File: config.mk
export PLATFORM = sky130hd
export DESIGN_NAME = mac_top
export DESIGN_NICKNAME = d
export VERILOG_FILES = /design/src/verilog/mac_pkg.sv /design/src/verilog/mac_op_if.sv /design/src/verilog/booth_pp_gen.sv /design/src/verilog/cla_adder.sv /design/src/verilog/csa_tree.sv /design/src/verilog/mac_datapath.sv /design/src/verilog/mac_regs.sv /design/src/verilog/mac_top.sv
export SDC_FILE = /design/constraint.sdc
export NUM_CORES = 1
export LEC_CHECK = 0
export BUFFER_PORTS_ARGS = -buffer_cell sky130_fd_sc_hd__buf_2
export CAP_MARGIN = 20
export CORE_ASPECT_RATIO = 0.6
export CORE_MARGIN = 2
export CORE_UTILIZATION = 30
export CTS_CLUSTER_SIZE = 20
export DETAILED_ROUTE_END_ITERATION = 8
export GPL_TIMING_DRIVEN = 0
export SYNTH_ARGS = -nofsm -noshare
export SYNTH_HDL_FRONTEND = slang
export SYNTH_SLANG_ARGS = --single-unit
File: constraint.sdc
create_clock -name clk -period 5.3 [get_ports clk]
set_clock_uncertainty 0.2 [all_clocks]
set_input_delay 0.265 -clock clk [delete_from_list [all_inputs] [get_ports clk]]
set_output_delay 0.265 -clock clk [all_outputs]
set_load 0.02 [all_outputs]
File: src/verilog/mac_pkg.sv
package mac_pkg;

	// Datapath widths
	localparam int OPERAND_W = 6;
	localparam int ACC_W     = 12;
	localparam int RESULT_W  = 13;

	// Wishbone widths
	localparam int WB_DATA_W = 16;
	localparam int WB_ADR_W  = 2;

	typedef logic [OPERAND_W-1:0] operand_t;
	typedef logic [ACC_W-1:0]     acc_t;
	typedef logic [RESULT_W-1:0]  result_t;
	typedef logic [WB_DATA_W-1:0] wb_data_t;
	typedef logic [WB_ADR_W-1:0]  wb_adr_t;

	// Bit 0 selects subtract, bit 1 selects the plain add/subtract path
	typedef enum logic [1:0] {
		op_mac_add = 2'd0,
		op_mac_sub = 2'd1,
		op_add     = 2'd2,
		op_sub     = 2'd3
	} mac_op_e;

	//////////////////////////////////////////////////////////////////////
	// Register map
	//////////////////////////////////////////////////////////////////////
	localparam wb_adr_t REG_OPERAND = 2'd0;
	localparam wb_adr_t REG_ACC     = 2'd1;
	localparam wb_adr_t REG_CONTROL = 2'd2;
	localparam wb_adr_t REG_RESULT  = 2'd3;

	// Field positions
	localparam int OPERAND_B_LSB = 8;
	localparam int CTRL_GO_BIT   = 4;
	localparam int CTRL_BUSY_BIT = 8;

	// Register block sequencer
	typedef enum logic {
		seq_idle,
		seq_busy
	} seq_state_e;

endpackage

File: src/verilog/mac_op_if.sv
`timescale 1ns/1ps

interface mac_op_if;
	import mac_pkg::*;

	// Request, valid is a single-cycle pulse
	logic     valid;
	mac_op_e  op;
	operand_t a;
	operand_t b;
	acc_t     acc;

	// Response from the datapath
	logic     result_valid;
	result_t  result;

	modport issuer (
		output valid, op, a, b, acc,
		input  result_valid, result
	);

	modport engine (
		input  valid, op, a, b, acc,
		output result_valid, result
	);

endinterface

File: src/verilog/booth_pp_gen.sv
`timescale 1ns/1ps

module booth_pp_gen (
	input  mac_pkg::operand_t a,
	input  mac_pkg::operand_t b,
	output logic [11:0]       pp0,
	output logic [9:0]        pp1,
	output logic [7:0]        pp2,
	output logic [2:0]        neg
);
	import mac_pkg::*;

	localparam int DIGITS = OPERAND_W / 2;

	// b with the implicit zero below bit 0
	logic [OPERAND_W:0] b_ext;
	// a sign-extended by one bit, and 2a
	logic [OPERAND_W:0] a_one;
	logic [OPERAND_W:0] a_two;
	logic [DIGITS-1:0]  single;
	logic [DIGITS-1:0]  double;
	logic [OPERAND_W:0] row [DIGITS];

	assign b_ext = {b, 1'b0};
	assign a_one = {a[OPERAND_W-1], a};
	assign a_two = {a, 1'b0};

	for (genvar i = 0; i < DIGITS; i++) begin : g_digit
		// Triple is b[2i+1], b[2i], b[2i-1]
		assign single[i] = b_ext[2*i+1] ^ b_ext[2*i];
		assign double[i] = ~single[i] & (b_ext[2*i+2] ^ b_ext[2*i+1]);
		assign neg[i]    = b_ext[2*i+2];

		// One's complement on negate, the +1 goes into the tree
		assign row[i] = (({(OPERAND_W+1){single[i]}} & a_one)
			| ({(OPERAND_W+1){double[i]}} & a_two))
			^ {(OPERAND_W+1){neg[i]}};
	end

	// Sign-extend each row up to bit 11 of the product
	assign pp0 = {{5{row[0][OPERAND_W]}}, row[0]};
	assign pp1 = {{3{row[1][OPERAND_W]}}, row[1]};
	assign pp2 = {row[2][OPERAND_W], row[2]};

endmodule

File: src/verilog/cla_adder.sv
`timescale 1ns/1ps

module cla_adder #(
	parameter int WIDTH       = mac_pkg::RESULT_W,
	parameter int CLA_GROUP_W = 3
) (
	input  logic [WIDTH-1:0] x,
	input  logic [WIDTH-1:0] y,
	output logic [WIDTH-1:0] sum
);

	localparam int NUM_GROUPS = (WIDTH + CLA_GROUP_W - 1) / CLA_GROUP_W;
	localparam int PAD_W      = NUM_GROUPS * CLA_GROUP_W;

	// Bits above WIDTH are zero, so they neither propagate nor generate
	logic [PAD_W-1:0]      p;
	logic [PAD_W-1:0]      g;
	logic [PAD_W-1:0]      c;
	logic [NUM_GROUPS-1:0] grp_p;
	logic [NUM_GROUPS-1:0] grp_g;
	logic [NUM_GROUPS-1:0] grp_c;

	assign p = PAD_W'(x ^ y);
	assign g = PAD_W'(x & y);

	// Group propagate and generate
	always_comb begin : group_pg
		logic gp;
		logic gg;
		for (int k = 0; k < NUM_GROUPS; k++) begin
			gp = 1'b1;
			gg = 1'b0;
			for (int j = 0; j < CLA_GROUP_W; j++) begin
				gg = g[k*CLA_GROUP_W + j] | (p[k*CLA_GROUP_W + j] & gg);
				gp = gp & p[k*CLA_GROUP_W + j];
			end
			grp_p[k] = gp;
			grp_g[k] = gg;
		end
	end

	// Second level gives each group its carry-in, then carries inside groups
	always_comb begin : carries
		logic bc;
		grp_c[0] = 1'b0;
		for (int k = 1; k < NUM_GROUPS; k++)
			grp_c[k] = grp_g[k-1] | (grp_p[k-1] & grp_c[k-1]);
		for (int k = 0; k < NUM_GROUPS; k++) begin
			bc = grp_c[k];
			for (int j = 0; j < CLA_GROUP_W; j++) begin
				c[k*CLA_GROUP_W + j] = bc;
				bc = g[k*CLA_GROUP_W + j] | (p[k*CLA_GROUP_W + j] & bc);
			end
		end
	end

	assign sum = p[WIDTH-1:0] ^ c[WIDTH-1:0];

endmodule

File: src/verilog/csa_tree.sv
`timescale 1ns/1ps

module csa_tree (
	input  logic [11:0]      pp0,
	input  logic [9:0]       pp1,
	input  logic [7:0]       pp2,
	input  logic [2:0]       neg,
	input  mac_pkg::result_t addend,
	input  logic             cin,
	output mac_pkg::result_t sum,
	output mac_pkg::result_t carry
);
	import mac_pkg::*;

	// Rows aligned to the product weight, all 13 bits wide
	result_t row0;
	result_t row1;
	result_t row2;
	result_t neg_row;
	result_t s1;
	result_t c1;
	result_t s2;
	result_t c2;

	// Carry of a 3:2 compressor row
	function automatic result_t maj3(result_t x, result_t y, result_t z);
		return (x & y) | (x & z) | (y & z);
	endfunction

	assign row0    = {pp0[11], pp0};
	assign row1    = {pp1[9], pp1, 2'b00};
	assign row2    = {pp2[7], pp2, 4'b0000};
	// Booth negate corrections sit at the LSB of their digit
	assign neg_row = {8'b0, neg[2], 1'b0, neg[1], 1'b0, neg[0]};

	//////////////////////////////////////////////////////////////////////
	// Level 1 and 2, product reduction
	//////////////////////////////////////////////////////////////////////

	// Sparse in the low bits, so mostly half adders
	assign s1 = row1 ^ row2 ^ neg_row;
	assign c1 = maj3(row1, row2, neg_row) << 1;

	assign s2 = row0 ^ s1 ^ c1;
	assign c2 = maj3(row0, s1, c1) << 1;

	//////////////////////////////////////////////////////////////////////
	// Level 3, accumulator row
	//////////////////////////////////////////////////////////////////////

	// Carry LSB is free after the shift, cin completes the two's complement
	assign sum   = s2 ^ c2 ^ addend;
	assign carry = (maj3(s2, c2, addend) << 1) | RESULT_W'(cin);

endmodule

File: src/verilog/mac_datapath.sv
`timescale 1ns/1ps

module mac_datapath #(
	parameter int CLA_GROUP_W = 3
) (
	input  logic     clk,
	input  logic     rst,
	mac_op_if.engine op_bus
);
	import mac_pkg::*;

	logic [11:0] pp0;
	logic [9:0]  pp1;
	logic [7:0]  pp2;
	logic [2:0]  neg;
	logic        sub;
	result_t     addend;
	result_t     mac_sum;
	result_t     mac_carry;
	result_t     as_x;
	result_t     as_y;
	result_t     as_cin;
	result_t     as_sum;
	result_t     as_carry;

	logic        s1_valid;
	logic        s1_as_path;
	result_t     s1_mac_sum;
	result_t     s1_mac_carry;
	result_t     s1_as_sum;
	result_t     s1_as_carry;
	result_t     add_x;
	result_t     add_y;
	result_t     add_sum;
	logic        s2_valid;
	result_t     s2_result;

	assign sub = op_bus.op[0];

	//////////////////////////////////////////////////////////////////////
	// Stage 0, multiply tree and add/subtract compression
	//////////////////////////////////////////////////////////////////////
	booth_pp_gen i_booth_pp_gen (
		.a   (op_bus.a),
		.b   (op_bus.b),
		.pp0 (pp0),
		.pp1 (pp1),
		.pp2 (pp2),
		.neg (neg)
	);

	// acc is inverted for a*b - acc
	assign addend = {op_bus.acc[ACC_W-1], op_bus.acc} ^ {RESULT_W{sub}};

	csa_tree i_csa_tree (
		.pp0    (pp0),
		.pp1    (pp1),
		.pp2    (pp2),
		.neg    (neg),
		.addend (addend),
		.cin    (sub),
		.sum    (mac_sum),
		.carry  (mac_carry)
	);

	assign as_x     = {{(RESULT_W-OPERAND_W){op_bus.a[OPERAND_W-1]}}, op_bus.a};
	assign as_y     = {{(RESULT_W-OPERAND_W){op_bus.b[OPERAND_W-1]}}, op_bus.b}
		^ {RESULT_W{sub}};
	assign as_cin   = RESULT_W'(sub);
	assign as_sum   = as_x ^ as_y ^ as_cin;
	assign as_carry = ((as_x & as_y) | ((as_x ^ as_y) & as_cin)) << 1;

	// Stage 1 register
	always_ff @(posedge clk) begin
		if (rst)
			s1_valid <= 1'b0;
		else
			s1_valid <= op_bus.valid;
	end

	always_ff @(posedge clk) begin
		if (op_bus.valid) begin
			s1_as_path   <= op_bus.op[1];
			s1_mac_sum   <= mac_sum;
			s1_mac_carry <= mac_carry;
			s1_as_sum    <= as_sum;
			s1_as_carry  <= as_carry;
		end
	end

	//////////////////////////////////////////////////////////////////////
	// Stage 1, select and final add
	//////////////////////////////////////////////////////////////////////
	assign add_x = s1_as_path ? s1_as_sum : s1_mac_sum;
	assign add_y = s1_as_path ? s1_as_carry : s1_mac_carry;

	cla_adder #(
		.WIDTH       (RESULT_W),
		.CLA_GROUP_W (CLA_GROUP_W)
	) i_cla_adder (
		.x   (add_x),
		.y   (add_y),
		.sum (add_sum)
	);

	always_ff @(posedge clk) begin
		if (rst)
			s2_valid <= 1'b0;
		else
			s2_valid <= s1_valid;
	end

	always_ff @(posedge clk) begin
		if (s1_valid)
			s2_result <= add_sum;
	end

	assign op_bus.result_valid = s2_valid;
	assign op_bus.result       = s2_result;

endmodule

File: src/verilog/mac_regs.sv
`timescale 1ns/1ps

module mac_regs (
	input  logic              clk,
	input  logic              rst,
	input  logic              wb_cyc,
	input  logic              wb_stb,
	input  logic              wb_we,
	input  mac_pkg::wb_adr_t  wb_adr,
	input  mac_pkg::wb_data_t wb_dat_w,
	output mac_pkg::wb_data_t wb_dat_r,
	output logic              wb_ack,
	mac_op_if.issuer          op_bus
);
	import mac_pkg::*;

	operand_t   a_q;
	operand_t   b_q;
	acc_t       acc_q;
	mac_op_e    op_q;
	result_t    result_q;
	seq_state_e state;
	logic       issue;
	logic       busy;
	logic       req;
	logic       wr;
	logic       ctrl_wr;
	logic       go;
	wb_data_t   rd_data;

	// New access only while ack is low
	assign req     = wb_cyc & wb_stb & ~wb_ack;
	assign wr      = req & wb_we;
	assign busy    = (state == seq_busy);
	assign ctrl_wr = wr && (wb_adr == REG_CONTROL) && !busy;
	assign go      = ctrl_wr && wb_dat_w[CTRL_GO_BIT];

	//////////////////////////////////////////////////////////////////////
	// Wishbone slave
	//////////////////////////////////////////////////////////////////////
	always_ff @(posedge clk) begin
		if (rst) begin
			wb_ack   <= 1'b0;
			wb_dat_r <= '0;
		end else begin
			wb_ack <= req;
			if (req)
				wb_dat_r <= rd_data;
		end
	end

	always_comb begin
		rd_data = '0;
		case (wb_adr)
			REG_OPERAND: begin
				rd_data[OPERAND_W-1:0]                = a_q;
				rd_data[OPERAND_B_LSB +: OPERAND_W]   = b_q;
			end
			REG_ACC:
				rd_data = {{(WB_DATA_W-ACC_W){acc_q[ACC_W-1]}}, acc_q};
			REG_CONTROL: begin
				rd_data[1:0]          = op_q;
				rd_data[CTRL_BUSY_BIT] = busy;
			end
			REG_RESULT:
				rd_data = {{(WB_DATA_W-RESULT_W){result_q[RESULT_W-1]}}, result_q};
		endcase
	end

	// Register file, write-back from the datapath wins over a bus write
	always_ff @(posedge clk) begin
		if (rst) begin
			a_q      <= '0;
			b_q      <= '0;
			acc_q    <= '0;
			op_q     <= op_mac_add;
			result_q <= '0;
		end else begin
			if (wr && wb_adr == REG_OPERAND) begin
				a_q <= wb_dat_w[OPERAND_W-1:0];
				b_q <= wb_dat_w[OPERAND_B_LSB +: OPERAND_W];
			end
			if (wr && wb_adr == REG_ACC)
				acc_q <= wb_dat_w[ACC_W-1:0];
			if (ctrl_wr)
				op_q <= mac_op_e'(wb_dat_w[1:0]);
			if (op_bus.result_valid) begin
				result_q <= op_bus.result;
				// Only the MAC ops accumulate
				if (!op_q[1])
					acc_q <= op_bus.result[ACC_W-1:0];
			end
		end
	end

	//////////////////////////////////////////////////////////////////////
	// Sequencer
	//////////////////////////////////////////////////////////////////////
	always_ff @(posedge clk) begin
		if (rst) begin
			state <= seq_idle;
			issue <= 1'b0;
		end else begin
			issue <= 1'b0;
			case (state)
				seq_idle:
					if (go) begin
						state <= seq_busy;
						issue <= 1'b1;
					end
				seq_busy:
					if (op_bus.result_valid)
						state <= seq_idle;
				default:
					state <= seq_idle;
			endcase
		end
	end

	assign op_bus.valid = issue;
	assign op_bus.op    = op_q;
	assign op_bus.a     = a_q;
	assign op_bus.b     = b_q;
	assign op_bus.acc   = acc_q;

endmodule

File: src/verilog/mac_top.sv
`timescale 1ns/1ps

module mac_top #(
	parameter int CLA_GROUP_W = 3
) (
	input  logic              clk,
	input  logic              rst,
	input  logic              wb_cyc,
	input  logic              wb_stb,
	input  logic              wb_we,
	input  mac_pkg::wb_adr_t  wb_adr,
	input  mac_pkg::wb_data_t wb_dat_w,
	output mac_pkg::wb_data_t wb_dat_r,
	output logic              wb_ack
);

	// Operation handoff between the register block and the datapath
	mac_op_if op_bus ();

	// Bus slave, register file and sequencer
	mac_regs i_mac_regs (
		.clk      (clk),
		.rst      (rst),
		.wb_cyc   (wb_cyc),
		.wb_stb   (wb_stb),
		.wb_we    (wb_we),
		.wb_adr   (wb_adr),
		.wb_dat_w (wb_dat_w),
		.wb_dat_r (wb_dat_r),
		.wb_ack   (wb_ack),
		.op_bus   (op_bus)
	);

	// Two-stage MAC pipeline
	mac_datapath #(
		.CLA_GROUP_W (CLA_GROUP_W)
	) i_mac_datapath (
		.clk    (clk),
		.rst    (rst),
		.op_bus (op_bus)
	);

endmodule
==> run summary <==
Across the run, the number of max-cap violations was 0. Walking the worst path, the cells encountered are clkbuf_1, mux2_2, ha_1, fa_1, fa_1, a21oi_1, o21ai_0, nand2b_1, nand3_1, fa_1, fa_1, xor2_1. In the synthesized netlist the dominant register cell turns out to be sky130_fd_sc_hd__dfxtp_1. The Yosys step of the flow raised 0 warnings. The tools report the depth of the CTS H-tree as 3. Cell with the biggest individual delay on the critical path: sky130_fd_sc_hd__edfxtp_1. The via density per instance was 4.81; the number of clock sinks was 111. For the pin with the worst max-slew slack, the measured transition is 0.762 ns. The leakage power of the design was 2.74 nW.

The number of global-route vias before repair is 4037. After synthesis, the cell types taking the most area are sky130_fd_sc_hd__edfxtp_1, sky130_fd_sc_hd__dfxtp_1, sky130_fd_sc_hd__fa_1. Of the synthesized area, sequential elements account for 45.2%. Post-route core utilization: 34.9%. For the synthesized netlist cell count, the log shows 564. Summed over all nets, the switching power comes to 0.404 mW. Arrival time reported for the critical path endpoint: 4.92 ns. In the final timing run, aggregate negative setup slack is 0 ns.

Dividing total power by cell area gives a power density of 244 nW/um^2. Clock tree synthesis selected as its root buffer the cell sky130_fd_sc_hd__clkbuf_16. The first global-routing pass estimated 25000 um of wire.

For met2 alone, demand over resource in global routing was 20.0%. The logs give 6960 um^2 for the area of all placed cells without fillers and 9 for the TritonCTS buffer count. For the highest ir drop seen on vdd, the log shows 0.156 mV. In the final routed layout, each cell accounts on average for 18.2 um. In this run, the combinational gates consume 6.0% of the power. For the maximum operating frequency, the log shows 199 MHz. The largest net degree at the start of global routing is 23. The most prevalent standard cell on the critical path is sky130_fd_sc_hd__fa_1. The die outline width is 188 um, and the share of final-layout standard cells stronger than drive strength 1 is 13.2%. The logs give 40 for the placement row count and 25.8% for the met1 routing resource usage after global routing. Clock share of power: 40.6%.

The worst hold path class was input port to register. Minimum setup slack in the final design: 0.281 ns. Synthesis inferred 111 register bits. In this run, flip-flops and latches consume 53.4% of the power. For this run, the detailed router's first-pass iteration total came to 7.

The tools report the required time of the worst setup path as 5.20 ns. In this run the worst path has a maximum fanout of 10. Detailed placement ended at an HPWL of 12500 um. The worst setup slack before clock tree synthesis was 0.0960 ns. Setup repair after global routing left no endpoint under its margin. The region available for standard cell placement spans 19900 um^2.

The post-place instance area is 6610 um^2. Counting flops with an async set or reset pin after synthesis yields a share of 0%. Across all hold checks on the routed design, the worst slack comes to 0.00512 ns. The floorplan step defined a die boundary enclosing 21400 um^2. The layer flagged by global routing as most heavily used is met1.

The logs give 3.77% for the routing usage on met3 and 0.839 for the last weighted congestion value of the routability-driven placer. TritonCTS built the clock tree. The final hold violation count is 0, and the final net count is 691. The area growth from synthesis to final layout works out to 14.7%.

For the finished layout, the period the worst path requires is 5.02 ns. The detail route stage leaves a number of antenna-violating nets equal to 0. The total overflow left after global routing is 0. Detailed router's first-iteration violation count: 523. Port buffering added 34 buffers. The number of antenna violations at the first check in global routing was 0.

For the count of pins on the block boundary, the log shows 40. Sorting the synthesized cells by how often they occur yields sky130_fd_sc_hd__nor2_1, sky130_fd_sc_hd__dfxtp_1, sky130_fd_sc_hd__edfxtp_1. Max-slew violation count: 0. Of the available clock period, the critical path in the final layout requires 94.7%. Counting every net in the synthesized netlist gives 640. Type of element capturing the critical path: a register. The internal power of the cells totals 1.29 mW. From bottom edge to top edge, the die measures 114 um. After synthesis, the largest area contributor takes up 25.7% of total cell area. The logs give 2 for the clock tree buffer depth and 0.36 ns for the clock insertion delay at the later pin of the skew report.

The switching fraction of total power works out to 23.8%. The buffer and inverter count on the worst path was 1; the detailed-route wire length was 16200 um. The detailed router placed 4291 vias in this run. sky130_fd_sc_hd__nor2_1 is the most common cell in the netlist.

The run finished with clean final reports. The setup path with the least slack is of type register to register. The netlist uses 37 different library cells. 0 antenna diodes ended up in the layout. Element type at the critical path start: a register. A synthesized cell averages 10.8 um^2. The DRC violation count after routing was 0.

The largest single stage delay on the critical path is 0.75 ns. Grouping stages by cell kind, the critical path spends the most delay in adder cells. Measured against its own limit, the worst slew margin works out to 47.7%.

Summing every instance area after synthesis gives 6070 um^2. Yosys mapped a number of flops with a built-in enable equal to 52. The clock-pin slew of the registers on the worst-case setup and hold paths was 0.08 ns.

Global routing used 15.6% of the available tracks across all layers. Once the floorplan was initialized, standard cells occupied 30.5% of the core. The largest area contributor in the synthesized netlist was sky130_fd_sc_hd__edfxtp_1.

Setup violations remaining at the end of the flow were counted as 0.
## worst register-to-register path, cell delays in order, from the launching register on
cell,delay [ns]
sky130_fd_sc_hd__edfxtp_1,0.75
sky130_fd_sc_hd__clkbuf_1,0.58
sky130_fd_sc_hd__mux2_2,0.42
sky130_fd_sc_hd__ha_1,0.20
sky130_fd_sc_hd__fa_1,0.42
sky130_fd_sc_hd__fa_1,0.43
sky130_fd_sc_hd__a21oi_1,0.16
sky130_fd_sc_hd__o21ai_0,0.26
sky130_fd_sc_hd__nand2b_1,0.15
sky130_fd_sc_hd__nand3_1,0.11
sky130_fd_sc_hd__fa_1,0.46
sky130_fd_sc_hd__fa_1,0.44
sky130_fd_sc_hd__xor2_1,0.17
## registers in the layout, indices dropped and copies added, names as in the netlist, 12 cells and up
register / flops
i_mac_datapath.s1_mac_sum: 13
i_mac_regs.result_q: 13
i_mac_regs.op_bus.acc: 12
i_mac_datapath.op_bus.result: 13
i_mac_datapath.s1_mac_carry: 13
i_mac_regs.wb_dat_r: 15
## cells by family (layout without fill, tap and decap cells)
logic type / after synthesis / after routing / synth area share (%)
buffers and inverters: 64 / 120 / 4.43
xor gates and xnor gates: 35 / 35 / 5.05
DFF: 111 / 111 / 45.2
adders and majority gates: 53 / 53 / 14.1
muxes: 65 / 65 / 11.6
AOI/OAI and AO/OA: 83 / 83 / 8.46
and+or+nand+nor: 153 / 153 / 11.1
## power by group through the flow
stage                     combinational [mW]  sequential [mW]  clock (mW)
after floorplan                       0.0568            0.928           0
after global placement                0.0959            0.927           0
after detailed placement              0.0976            0.926           0
after CTS                              0.101            0.906       0.705
after global routing                   0.111            0.908       0.739
final                                  0.101            0.907       0.690
## routing by layer
layer,vias to the layer above,part of all wire [%]
met2,159,37
met5,-,0
li1,2054,-
met1,2068,55
met4,0,0.58
met3,10,7.3
## stage by stage
step | power, mW | instances
6_report | 1.70 | 893
5_1_grt | 1.76 | 893
4_1_cts | 1.71 | 894
3_5_place_dp | 1.02 | 872
3_3_place_gp | 1.02 | 871
2_1_floorplan | 0.985 | 564
## layout by cell type (no fill, tap or decap), drive strengths merged, types with 8 or more instances in the layout
cell     n
a211oi  20
a21oi   24
a221oi   9
buf     49
clkbuf  38
dfxtp   59
edfxtp  52
fa      26
ha      27
inv     27
mux2    11
mux2i   51
nand2   43
nand3   11
nor2    73
nor3    10
o21ai   25
xnor2    8
xor2    27
## repair_timing
action | in CTS | in global routing
setup buffers | 0 | 0
endpoints found under the setup margin | 0 | 1
hold endpoints to repair | 6 | 0
gates resized for setup | 0 | 0
hold buffers | 6 | 0
## cell type report
cell class | instances | area (um^2)
plain buffers | 41 | 183
clock buffers | 11 | 254
clock inverters | 5 | 43.8
fillers | 2056 | 13000
inverters | 22 | 82.6
multi-input cells | 389 | 3060
flip-flops and latches | 111 | 2740
well taps | 273 | 342
repair buffers | 41 | 258
## worst paths after layout
check                                      startpoint                                          to  slack [ns]  cells past startpoint
hold reg to reg   i_mac_regs.wb_dat_r[8]$_SDFFE_PP0P_         i_mac_regs.wb_dat_r[8]$_SDFFE_PP0P_        0.26                      2
hold / removal                           wb_dat_w[12]         i_mac_regs.op_bus.b[4]$_SDFFE_PP0P_       0.005                      3
setup / recovery  i_mac_datapath.s1_as_path$_DFFE_PP_  i_mac_datapath.op_bus.result[11]$_DFFE_PP_        0.28                     12
setup reg to reg  i_mac_datapath.s1_as_path$_DFFE_PP_  i_mac_datapath.op_bus.result[11]$_DFFE_PP_        0.28                     12
No activity file was read; power rests on OpenSTA's default activity.
